<file path="config.mk">
export PLATFORM = sky130hd
export DESIGN_NAME = moldudp64_top
export DESIGN_NICKNAME = d
export VERILOG_FILES = /design/src/hdl/mold_pkg.sv /design/src/hdl/field_if.sv /design/src/hdl/byte_window.sv /design/src/hdl/field_sequencer.sv /design/src/hdl/session_tracker.sv /design/src/hdl/payload_slicer.sv /design/src/hdl/msg_emitter.sv /design/src/hdl/moldudp64_top.sv
export VERILOG_INCLUDE_DIRS = /design/src /design/src/hdl
export SDC_FILE = /design/constraint.sdc
export NUM_CORES = 1
export LEC_CHECK = 0
export BUFFER_PORTS_ARGS = -buffer_cell sky130_fd_sc_hd__buf_2
export CAP_MARGIN = 20
export CORE_MARGIN = 5
export CORE_UTILIZATION = 29
export CTS_CLUSTER_DIAMETER = 200
export DETAILED_ROUTE_END_ITERATION = 7
export PLACE_DENSITY_LB_ADDON = 0.15
export SLEW_MARGIN = 20
export SYNTH_ARGS = -nofsm -noshare
export SYNTH_HDL_FRONTEND = slang
export SYNTH_SLANG_ARGS = --single-unit
</file>
<file path="constraint.sdc">
create_clock -name clk -period 7.5 [get_ports clk]
set_input_delay 1.125 -clock clk [delete_from_list [all_inputs] [get_ports clk]]
set_output_delay 1.125 -clock clk [all_outputs]
set_load 0.005 [all_outputs]
</file>
<file path="src/hdl/mold_cfg.svh">
/*
 * Size macros for the MoldUDP64 parser:
 * beat and window sizes, header field sizes and the end-of-session count
 */
`ifndef MOLD_CFG_SVH
`define MOLD_CFG_SVH

// bytes per AXI beat and per output beat
`define MOLD_BEAT_BYTES 8

// byte window capacity and the number of head bytes it exposes
`define MOLD_WIN_BYTES 16
`define MOLD_HEAD_BYTES 10

// downstream packet header fields, all big-endian
`define MOLD_SID_BYTES 10
`define MOLD_SEQ_BYTES 8
`define MOLD_CNT_BYTES 2
`define MOLD_LEN_BYTES 2

// message count that closes a session
`define MOLD_EOS_CNT 65535

`endif

</file>
<file path="src/hdl/mold_pkg.sv">
/*
 * Shared types of the MoldUDP64 parser:
 * beat data and lane mask, window head, fill and take counts,
 * session id, sequence number, length, and the sequencer states
 */
`default_nettype none

`include "mold_cfg.svh"

package mold_pkg;

	// one output or input beat, byte lane 0 in the low bits
	typedef logic [`MOLD_BEAT_BYTES*8-1:0] beat_data_t;
	typedef logic [`MOLD_BEAT_BYTES-1:0] beat_mask_t;

	// head of the byte window, wide enough for the session id
	typedef logic [`MOLD_HEAD_BYTES*8-1:0] head_t;

	// 0 to 16 bytes held, 0 to 10 bytes taken in one cycle
	typedef logic [$clog2(`MOLD_WIN_BYTES+1)-1:0] fill_t;
	typedef logic [$clog2(`MOLD_HEAD_BYTES+1)-1:0] take_t;

	typedef logic [`MOLD_SID_BYTES*8-1:0] sid_t;
	typedef logic [`MOLD_SEQ_BYTES*8-1:0] seq_t;

	// message length and message count share one width
	typedef logic [`MOLD_LEN_BYTES*8-1:0] len_t;

	// header fields first, then LEN and PAYLOAD per message
	typedef enum logic [2:0] {
		SID,
		SEQ,
		CNT,
		LEN,
		PAYLOAD
	} seq_state_t;

endpackage

`default_nettype wire

</file>
<file path="src/hdl/field_if.sv">
/*
 * Field strobe interface between the sequencer and its consumers:
 * header strobes, message chunk strobes, end of session and the
 * current window head, with one modport per consumer
 */
`timescale 1ns/1ps
`default_nettype none

interface field_if;

	import mold_pkg::*;

	// session id and sequence number sit at the window head
	logic sid_v;
	logic seq_v;

	// one chunk of up to 8 message bytes is at the window head
	logic chunk_v;
	take_t chunk_len;
	logic chunk_first;
	logic chunk_last;

	// message count of 65535 seen
	logic eos_v;

	head_t head;

	modport seq (
		output sid_v, seq_v,
		output chunk_v, chunk_len, chunk_first, chunk_last,
		output eos_v,
		output head
	);

	modport tracker (
		input sid_v, seq_v, chunk_last, head
	);

	modport slicer (
		input chunk_v, chunk_len, head
	);

	modport emit (
		input chunk_v, chunk_first, chunk_last, eos_v
	);

endinterface

`default_nettype wire

</file>
<file path="src/hdl/byte_window.sv">
/*
 * Byte window between the AXI-stream input and the field sequencer.
 * Holds up to 16 bytes with the oldest byte at the head, drops the
 * bytes taken each cycle and appends the kept bytes of an accepted beat
 */
`timescale 1ns/1ps
`default_nettype none

`include "mold_cfg.svh"

module byte_window (
	input wire clk,
	input wire nreset,
	input wire axis_valid_i,
	input wire mold_pkg::beat_mask_t axis_keep_i,
	input wire mold_pkg::beat_data_t axis_data_i,
	input wire mold_pkg::take_t take_i,
	output logic axis_ready_o,
	output mold_pkg::head_t head_o,
	output mold_pkg::fill_t fill_o
);
	import mold_pkg::*;

	localparam int WIN_BITS = `MOLD_WIN_BYTES * 8;
	localparam int BEAT_BITS = `MOLD_BEAT_BYTES * 8;

	logic [WIN_BITS-1:0] win_q;
	logic [WIN_BITS-1:0] win_next;
	logic [WIN_BITS-1:0] kept;
	logic [WIN_BITS-1:0] incoming;
	beat_data_t beat_in;
	fill_t fill_q;
	fill_t fill_rem;
	fill_t fill_next;
	fill_t keep_cnt;
	logic accept;

	// room for a full beat only while at most half full
	assign axis_ready_o = (fill_q <= fill_t'(`MOLD_BEAT_BYTES));
	assign accept = axis_valid_i & axis_ready_o;

	// tkeep is a thermometer, so its popcount is the byte count
	always_comb begin
		keep_cnt = '0;
		beat_in = '0;
		for (int i = 0; i < `MOLD_BEAT_BYTES; i++) begin
			keep_cnt = keep_cnt + fill_t'(axis_keep_i[i]);
			if (axis_keep_i[i]) begin
				beat_in[8*i +: 8] = axis_data_i[8*i +: 8];
			end
		end
	end

	assign fill_rem = fill_q - fill_t'(take_i);

	// shift out the taken bytes and clear everything past the remainder
	always_comb begin
		kept = win_q >> {take_i, 3'b000};
		for (int i = 0; i < `MOLD_WIN_BYTES; i++) begin
			if (i >= int'(fill_rem)) begin
				kept[8*i +: 8] = 8'h00;
			end
		end
	end

	assign incoming = {{(WIN_BITS-BEAT_BITS){1'b0}}, beat_in} << {fill_rem, 3'b000};
	assign win_next = accept ? (kept | incoming) : kept;
	assign fill_next = fill_rem + (accept ? keep_cnt : fill_t'(0));

	always_ff @(posedge clk) begin
		if (!nreset) begin
			fill_q <= '0;
		end else begin
			fill_q <= fill_next;
		end
	end

	always_ff @(posedge clk) begin
		win_q <= win_next;
	end

	assign head_o = win_q[`MOLD_HEAD_BYTES*8-1:0];
	assign fill_o = fill_q;

	a_fill_cap: assert property (@(posedge clk) disable iff (!nreset)
		fill_q <= fill_t'(`MOLD_WIN_BYTES));
	a_take_le_fill: assert property (@(posedge clk) disable iff (!nreset)
		fill_t'(take_i) <= fill_q);
	a_keep_thermo: assert property (@(posedge clk) disable iff (!nreset)
		axis_valid_i |-> ((axis_keep_i & (axis_keep_i + 1'b1)) == '0));

endmodule

`default_nettype wire

</file>
<file path="src/hdl/field_sequencer.sv">
/*
 * Header and message FSM of the MoldUDP64 parser.
 * Walks session id, sequence number and message count, then
 * alternates message length and payload chunks, and tells the
 * byte window how many head bytes to drop each cycle
 */
`timescale 1ns/1ps
`default_nettype none

`include "mold_cfg.svh"

module field_sequencer (
	input wire clk,
	input wire nreset,
	input wire mold_pkg::head_t head_i,
	input wire mold_pkg::fill_t fill_i,
	output mold_pkg::take_t take_o,
	field_if.seq fld
);
	import mold_pkg::*;

	seq_state_t state_q;
	seq_state_t state_next;
	len_t cnt_q;
	len_t cnt_next;
	len_t len_q;
	len_t len_next;
	logic first_q;
	logic first_next;
	len_t head_word;
	take_t chunk;
	logic chunk_end;

	// count and length fields are big-endian, byte 0 is the msb
	assign head_word = {head_i[7:0], head_i[15:8]};

	// payload chunk is the lesser of the remaining length and one beat
	assign chunk_end = (len_q <= len_t'(`MOLD_BEAT_BYTES));
	assign chunk = chunk_end ? take_t'(len_q) : take_t'(`MOLD_BEAT_BYTES);

	assign fld.head = head_i;

	always_comb begin
		state_next = state_q;
		cnt_next = cnt_q;
		len_next = len_q;
		first_next = first_q;
		take_o = '0;
		fld.sid_v = 1'b0;
		fld.seq_v = 1'b0;
		fld.chunk_v = 1'b0;
		fld.chunk_len = '0;
		fld.chunk_first = 1'b0;
		fld.chunk_last = 1'b0;
		fld.eos_v = 1'b0;
		case (state_q)
			SID: if (fill_i >= fill_t'(`MOLD_SID_BYTES)) begin
				take_o = take_t'(`MOLD_SID_BYTES);
				fld.sid_v = 1'b1;
				state_next = SEQ;
			end
			SEQ: if (fill_i >= fill_t'(`MOLD_SEQ_BYTES)) begin
				take_o = take_t'(`MOLD_SEQ_BYTES);
				fld.seq_v = 1'b1;
				state_next = CNT;
			end
			CNT: if (fill_i >= fill_t'(`MOLD_CNT_BYTES)) begin
				take_o = take_t'(`MOLD_CNT_BYTES);
				cnt_next = head_word;
				// heartbeat and end of session carry no messages
				if (head_word == len_t'(`MOLD_EOS_CNT)) begin
					fld.eos_v = 1'b1;
					state_next = SID;
				end else if (head_word == '0) begin
					state_next = SID;
				end else begin
					state_next = LEN;
				end
			end
			LEN: if (fill_i >= fill_t'(`MOLD_LEN_BYTES)) begin
				take_o = take_t'(`MOLD_LEN_BYTES);
				len_next = head_word;
				first_next = 1'b1;
				state_next = PAYLOAD;
			end
			PAYLOAD: if (fill_i >= fill_t'(chunk)) begin
				take_o = chunk;
				fld.chunk_v = 1'b1;
				fld.chunk_len = chunk;
				fld.chunk_first = first_q;
				fld.chunk_last = chunk_end;
				len_next = len_q - len_t'(chunk);
				first_next = 1'b0;
				if (chunk_end) begin
					cnt_next = cnt_q - len_t'(1);
					state_next = (cnt_q == len_t'(1)) ? SID : LEN;
				end
			end
			default: state_next = SID;
		endcase
	end

	always_ff @(posedge clk) begin
		if (!nreset) begin
			state_q <= SID;
			cnt_q <= '0;
			len_q <= '0;
			first_q <= 1'b0;
		end else begin
			state_q <= state_next;
			cnt_q <= cnt_next;
			len_q <= len_next;
			first_q <= first_next;
		end
	end

	a_state_legal: assert property (@(posedge clk) disable iff (!nreset)
		state_q inside {SID, SEQ, CNT, LEN, PAYLOAD});
	// every field strobe consumes head bytes, a zero-length message breaks this
	a_take_strobe: assert property (@(posedge clk) disable iff (!nreset)
		(fld.sid_v | fld.seq_v | fld.chunk_v) |-> (take_o != '0));

endmodule

`default_nettype wire

</file>
<file path="src/hdl/session_tracker.sv">
/*
 * Session id and message sequence number tracker.
 * Loads both from the big-endian header bytes at the window head
 * and steps the sequence number after each message's last chunk
 */
`timescale 1ns/1ps
`default_nettype none

`include "mold_cfg.svh"

module session_tracker (
	input wire clk,
	input wire nreset,
	field_if.tracker fld,
	output mold_pkg::sid_t sid_o,
	output mold_pkg::seq_t seq_o
);
	import mold_pkg::*;

	sid_t sid_q;
	seq_t seq_q;
	sid_t sid_be;
	seq_t seq_be;

	// head byte 0 is the most significant byte of each field
	always_comb begin
		for (int i = 0; i < `MOLD_SID_BYTES; i++) begin
			sid_be[8*i +: 8] = fld.head[8*(`MOLD_SID_BYTES-1-i) +: 8];
		end
		for (int i = 0; i < `MOLD_SEQ_BYTES; i++) begin
			seq_be[8*i +: 8] = fld.head[8*(`MOLD_SEQ_BYTES-1-i) +: 8];
		end
	end

	always_ff @(posedge clk) begin
		if (!nreset) begin
			sid_q <= '0;
			seq_q <= '0;
		end else begin
			if (fld.sid_v) begin
				sid_q <= sid_be;
			end
			// the emitter samples the old value on the last chunk's edge
			if (fld.seq_v) begin
				seq_q <= seq_be;
			end else if (fld.chunk_last) begin
				seq_q <= seq_q + seq_t'(1);
			end
		end
	end

	assign sid_o = sid_q;
	assign seq_o = seq_q;

endmodule

`default_nettype wire

</file>
<file path="src/hdl/payload_slicer.sv">
/*
 * Output beat slicer.
 * Takes the first eight window head bytes as the beat, builds a
 * thermometer lane mask from the chunk length and zeroes unused lanes
 */
`timescale 1ns/1ps
`default_nettype none

`include "mold_cfg.svh"

module payload_slicer (
	field_if.slicer fld,
	output mold_pkg::beat_data_t data_o,
	output mold_pkg::beat_mask_t mask_o
);

	// lanes below chunk_len are valid, mask is empty without a chunk
	always_comb begin
		mask_o = '0;
		for (int i = 0; i < `MOLD_BEAT_BYTES; i++) begin
			if (fld.chunk_v && (i < fld.chunk_len)) begin
				mask_o[i] = 1'b1;
			end
		end
	end

	// message byte 0 is already in lane 0 at the head
	always_comb begin
		data_o = '0;
		for (int i = 0; i < `MOLD_BEAT_BYTES; i++) begin
			if (mask_o[i]) begin
				data_o[8*i +: 8] = fld.head[8*i +: 8];
			end
		end
	end

endmodule

`default_nettype wire

</file>
<file path="src/hdl/msg_emitter.sv">
/*
 * Output register stage of the parser.
 * Registers the sliced beat, session id, sequence number and the
 * start, last and end-of-session flags onto the message outputs
 */
`timescale 1ns/1ps
`default_nettype none

module msg_emitter (
	input wire clk,
	input wire nreset,
	field_if.emit fld,
	input wire mold_pkg::beat_data_t data_i,
	input wire mold_pkg::beat_mask_t mask_i,
	input wire mold_pkg::sid_t sid_i,
	input wire mold_pkg::seq_t seq_i,
	output logic mold_v_o,
	output logic mold_start_o,
	output logic mold_last_o,
	output mold_pkg::beat_mask_t mold_mask_o,
	output mold_pkg::beat_data_t mold_data_o,
	output mold_pkg::sid_t mold_sid_o,
	output mold_pkg::seq_t mold_seq_o,
	output logic mold_eos_o
);

	// strobes
	always_ff @(posedge clk) begin
		if (!nreset) begin
			mold_v_o <= 1'b0;
			mold_start_o <= 1'b0;
			mold_last_o <= 1'b0;
			mold_eos_o <= 1'b0;
		end else begin
			mold_v_o <= fld.chunk_v;
			mold_start_o <= fld.chunk_v & fld.chunk_first;
			mold_last_o <= fld.chunk_last;
			mold_eos_o <= fld.eos_v;
		end
	end

	// beat and ids, sid also qualifies the eos strobe
	always_ff @(posedge clk) begin
		mold_data_o <= data_i;
		mold_mask_o <= mask_i;
		mold_sid_o <= sid_i;
		mold_seq_o <= seq_i;
	end

	a_last_has_valid: assert property (@(posedge clk) disable iff (!nreset)
		mold_last_o |-> mold_v_o);

endmodule

`default_nettype wire

</file>
<file path="src/hdl/moldudp64_top.sv">
/*
 * MoldUDP64 parser top level.
 * AXI-stream bytes enter a byte window, a field FSM walks the header
 * and messages, and the tracker, slicer and emitter form the beats
 */
`timescale 1ns/1ps
`default_nettype none

module moldudp64_top (
	input wire clk,
	input wire nreset,
	input wire udp_axis_tvalid_i,
	input wire mold_pkg::beat_mask_t udp_axis_tkeep_i,
	input wire mold_pkg::beat_data_t udp_axis_tdata_i,
	output logic udp_axis_tready_o,
	output logic mold_v_o,
	output logic mold_start_o,
	output logic mold_last_o,
	output mold_pkg::beat_mask_t mold_mask_o,
	output mold_pkg::beat_data_t mold_data_o,
	output mold_pkg::sid_t mold_sid_o,
	output mold_pkg::seq_t mold_seq_o,
	output logic mold_eos_o
);
	import mold_pkg::*;

	head_t head;
	fill_t fill;
	take_t take;
	sid_t sid;
	seq_t seq;
	beat_data_t slice_data;
	beat_mask_t slice_mask;

	field_if fld ();

	byte_window u_window (
		.clk(clk),
		.nreset(nreset),
		.axis_valid_i(udp_axis_tvalid_i),
		.axis_keep_i(udp_axis_tkeep_i),
		.axis_data_i(udp_axis_tdata_i),
		.take_i(take),
		.axis_ready_o(udp_axis_tready_o),
		.head_o(head),
		.fill_o(fill)
	);

	field_sequencer u_sequencer (
		.clk(clk),
		.nreset(nreset),
		.head_i(head),
		.fill_i(fill),
		.take_o(take),
		.fld(fld.seq)
	);

	session_tracker u_tracker (
		.clk(clk),
		.nreset(nreset),
		.fld(fld.tracker),
		.sid_o(sid),
		.seq_o(seq)
	);

	payload_slicer u_slicer (
		.fld(fld.slicer),
		.data_o(slice_data),
		.mask_o(slice_mask)
	);

	// outputs lag the sequencer's take by one cycle
	msg_emitter u_emitter (
		.clk(clk),
		.nreset(nreset),
		.fld(fld.emit),
		.data_i(slice_data),
		.mask_i(slice_mask),
		.sid_i(sid),
		.seq_i(seq),
		.mold_v_o(mold_v_o),
		.mold_start_o(mold_start_o),
		.mold_last_o(mold_last_o),
		.mold_mask_o(mold_mask_o),
		.mold_data_o(mold_data_o),
		.mold_sid_o(mold_sid_o),
		.mold_seq_o(mold_seq_o),
		.mold_eos_o(mold_eos_o)
	);

endmodule

`default_nettype wire

</file>
==> impl_metrics.env <==
export IMPL_grt_pass1_wl_mm=166.5
export IMPL_setup_viol=0
export IMPL_outcome="complete, no violations"
export IMPL_numCtsBuffers=58
export IMPL_crit_path_start_kind="flip-flop"
export IMPL_tritoncts="built"
export IMPL_cp_max_fo=22
export IMPL_cts_setup_buffers=0
export IMPL_max_clock_path_buffers=3
export IMPL_drt_initial_drc_count=2548
export IMPL_cts_htree_levels=2
export IMPL_synth_edf_count=0
export IMPL_r2r_slack_ns=1.24
export IMPL_power_density_nw_per_um2=483.8
export IMPL_grt_pass1_vias=22480
export IMPL_worstSetupPathType="flip-flop to flip-flop"
export IMPL_hold_violations=0
export IMPL_grt_overflow_total=0
export IMPL_relSlewSlack=0.2422
export IMPL_synthArstFlopShare=0
export IMPL_holdPathStages=0
export IMPL_insertion_delay_ns=0.63
export IMPL_gp_congestion=0.9256
export IMPL_max_freq_mhz=159.6
export IMPL_peakVddDrop_v=0.0004592
export IMPL_ys_ff_latch=533
export IMPL_r2r_cells=19
export IMPL_place_port_buffers=295
export IMPL_rows=108
export IMPL_syn_nets=3107
export IMPL_cap_viol_max_count=0
export IMPL_num_io_pins=296
export IMPL_clk_pin_slew_worst_paths_ns=0.06
export IMPL_yosysWarnings=0
export IMPL_worstReg2RegStart="u_sequencer.len_q[11]$_SDFFE_PN0P_"
export IMPL_num_vias=24114
export IMPL_timing_rr_end="u_window.win_q[27]$_DFF_P_"
export IMPL_drive_above_1_share=0.1686
export IMPL_syn_area_sq_um=25160
export IMPL_fin_crit_sh=0.8353
export IMPL_total_power_uw=14490
export IMPL_post_route_min_period_ns=6.265
export IMPL_dpl_hpwl_mm=86.17
export IMPL_vias_per_cell=5.456
export IMPL_min_path_type="flip-flop to flip-flop"
export IMPL_skew_ns=0.01242
export IMPL_grt_max_degree=72
export IMPL_rsz0062_at_grt="false"
export IMPL_start_util=0.2909
export IMPL_tns_ns=0
export IMPL_tightestPinTransition_ns=1.135
export IMPL_antenna_found_initial=6
export IMPL_multiInputGateArea_sq_um=13480
export IMPL_critPathArrivalTime_ns=6.72
export IMPL_fillCellCount=9203
export IMPL_postCtsHoldBufs=0
export IMPL_required_ns=7.96
export IMPL_die_h_microns=304.5
export IMPL_ant_nets=0
export IMPL_route_detailed_wl_per_inst_microns=26.24
export IMPL_fp_coreArea_sq_um=86480
export IMPL_cts_resized=0
export IMPL_drv_slew=0
export IMPL_whs_endpoint="u_emitter.mold_sid_o[18]$_DFF_P_"
export IMPL_nNetsFinal=3317
export IMPL_ys_seq_area_frac=0.4242
export IMPL_first_pass_iters=6
export IMPL_synthFlopType="dfxtp_1"
export IMPL_drc=0
export IMPL_root_buffer="clkbuf_16"
export IMPL_synthCells=3006
export IMPL_grt_usage=0.2361
export IMPL_leakage_uw=0.01271
export IMPL_hold_start="u_tracker.sid_o[18]$_SDFFE_PN0P_"
export IMPL_die_w_microns=304.5
export IMPL_synth_cell_types=86
export IMPL_synthToLayoutAreaGrowth_pct=19.05
export IMPL_syn_avg_cell_area_sq_um=8.369
export IMPL_register_area_sq_um=10670
export IMPL_wl_mm=116.0
export IMPL_cts_sinks=533
export IMPL_dieArea_sq_um=92740
export IMPL_cp_end_kind="flip-flop"
-- metal layers --
| metal | GRT usage | vias up | part of all wire | wire [microns] |
|---|---|---|---|---|
| met3 | 0.04764 | 147 | 0.076 | 8776 |
| met1 | 0.3324 | 11700 | 0.45 | 52620 |
| met2 | 0.3739 | 1058 | 0.45 | 51700 |
| met4 | 0.05590 | 0 | 0.025 | 2903 |
| met5 | 0 | - | 0 | 0 |
| li1 | - | 11209 | - | - |
-- worst max-delay path: stages (launching register included) --
cell	delay, ns
dfxtp_1	0.35
nor4_2	0.44
and4b_1	0.46
and2_1	0.48
nand2_1	0.11
ha_1	0.19
or4_1	0.46
a21oi_1	0.29
nor3_4	0.07
buf_4	0.25
a21o_1	0.21
buf_4	0.19
inv_2	0.28
ha_1	0.34
xnor2_2	0.22
clkinv_1	0.16
nor2_1	0.73
nand2_1	0.22
nand2_1	0.37
o221ai_1	0.27
-- sequential cells by signal (all words and copies together), names as in the netlist --
name / cells
u_emitter.mold_start_o: 1
u_sequencer.len_q: 16
u_emitter.mold_sid_o: 80
u_sequencer.first_q: 1
u_window.win_q: 128
u_emitter.mold_data_o: 64
u_emitter.mold_seq_o: 64
u_window.fill_o: 5
u_emitter.mold_v_o: 1
u_emitter.mold_mask_o: 8
u_emitter.mold_last_o: 1
u_sequencer.cnt_q: 16
u_sequencer.state_q: 3
u_emitter.mold_eos_o: 1
u_tracker.sid_o: 80
u_tracker.seq_o: 64
-- kinds of logic (layout without fill, tap and decap cells) --
logic type | after synthesis | in the layout | share of synthesized area
multiplexers | 264 | 264 | 0.1094
XOR/XNOR | 17 | 17 | 0.005919
flip-flops | 533 | 533 | 0.4242
AND/OR/NAND/NOR | 1086 | 1086 | 0.1972
buffers and inverters | 264 | 521 | 0.04392
other | 1 | 3 | 0.0001491
adder cells (fa/ha/maj) | 27 | 27 | 0.01512
AO/OA/AOI/OAI | 814 | 814 | 0.2041
-- cell usage in the layout (no fill, tap or decap), types with 47 or more instances in the layout --
cell / count
mux2i_1: 234
nor2_1: 239
clkbuf_16: 59
dfxtp_1: 533
a21oi_1: 267
buf_2: 295
o21ai_0: 187
buf_4: 74
nor3_1: 61
nand2_1: 462
nor2b_1: 47
nand3_1: 87
-- area by class of cell --
| type | count | share of cell area |
|---|---|---|
| clock inverter | 33 | 0.01625 |
| clock buffer | 74 | 0.05519 |
| multi-input combinational | 2209 | 0.4501 |
| antenna | 2 | 0.0001671 |
| sequential | 533 | 0.3563 |
| inverter | 45 | 0.005890 |
| tap | 1155 | 0.04825 |
| timing repair buffer | 369 | 0.06784 |
-- how the worst max path moves through the flow --
stage                                             startpoint                            end  slack [ns]  depth (start not counted)
after floorplan            u_sequencer.len_q[6]$_SDFFE_PN0P_  u_window.fill_o[4]$_SDFF_PN0_        1.78                         26
after global placement    u_sequencer.len_q[11]$_SDFFE_PN0P_     u_window.win_q[53]$_DFF_P_        1.40                         20
after detailed placement  u_sequencer.len_q[11]$_SDFFE_PN0P_     u_window.win_q[55]$_DFF_P_        1.37                         20
after CTS                 u_sequencer.len_q[11]$_SDFFE_PN0P_     u_window.win_q[55]$_DFF_P_        1.34                         20
after global routing      u_sequencer.len_q[11]$_SDFFE_PN0P_    u_window.win_q[114]$_DFF_P_        0.82                         21
final                     u_sequencer.len_q[11]$_SDFFE_PN0P_     u_window.win_q[27]$_DFF_P_        1.24                         19
-- where the power goes --
group	internal, uW	switching (uW)	total (uW)
Sequential	3260	627	3890
Clock	1910	1280	3190
Combinational	2130	5280	7410
-- Yosys cell counts, drive strengths merged (13+ instances only) --
cell / count / area share
a22oi: 34 / 0.010
o211ai: 14 / 0.0042
o21ai: 200 / 0.040
inv: 44 / 0.0067
nand4: 27 / 0.0067
o2bb2ai: 17 / 0.0059
mux2i: 242 / 0.10
and2: 34 / 0.0085
buf: 67 / 0.014
a211oi: 31 / 0.011
a32oi: 31 / 0.011
nand2: 464 / 0.069
nor4: 22 / 0.0068
ha: 20 / 0.0099
nor2b: 48 / 0.012
and4: 13 / 0.0045
nor2: 243 / 0.036
a21oi: 269 / 0.054
o22ai: 31 / 0.0077
nor3: 64 / 0.013
o221ai: 32 / 0.011
a221oi: 13 / 0.0045
clkbuf: 152 / 0.023
a31oi: 40 / 0.0099
nand3: 88 / 0.018
dfxtp: 533 / 0.42
and3: 42 / 0.010
mux2: 22 / 0.0098
-- through the flow --
| step | utilization | cell area (sq um) | cells | hold slack (ns) | setup slack [ns] |
|---|---|---|---|---|---|
| 6_report | 0.3463 | 29950 | 4420 | 0.3431 | 1.235 |
| 4_1_cts | 0.3463 | 29950 | 4418 | 0.3347 | 1.337 |
| 3_3_place_gp | 0.3215 | 27800 | 4311 | 0.3343 | 1.403 |
| 3_5_place_dp | 0.3215 | 27810 | 4311 | 0.3355 | 1.375 |
| 2_1_floorplan | - | 25160 | 3006 | 0.3306 | 1.777 |
| 5_1_grt | 0.3463 | 29950 | 4419 | 0.3441 | 0.8231 |
Note: power is estimated with default switching activity, not from simulation.
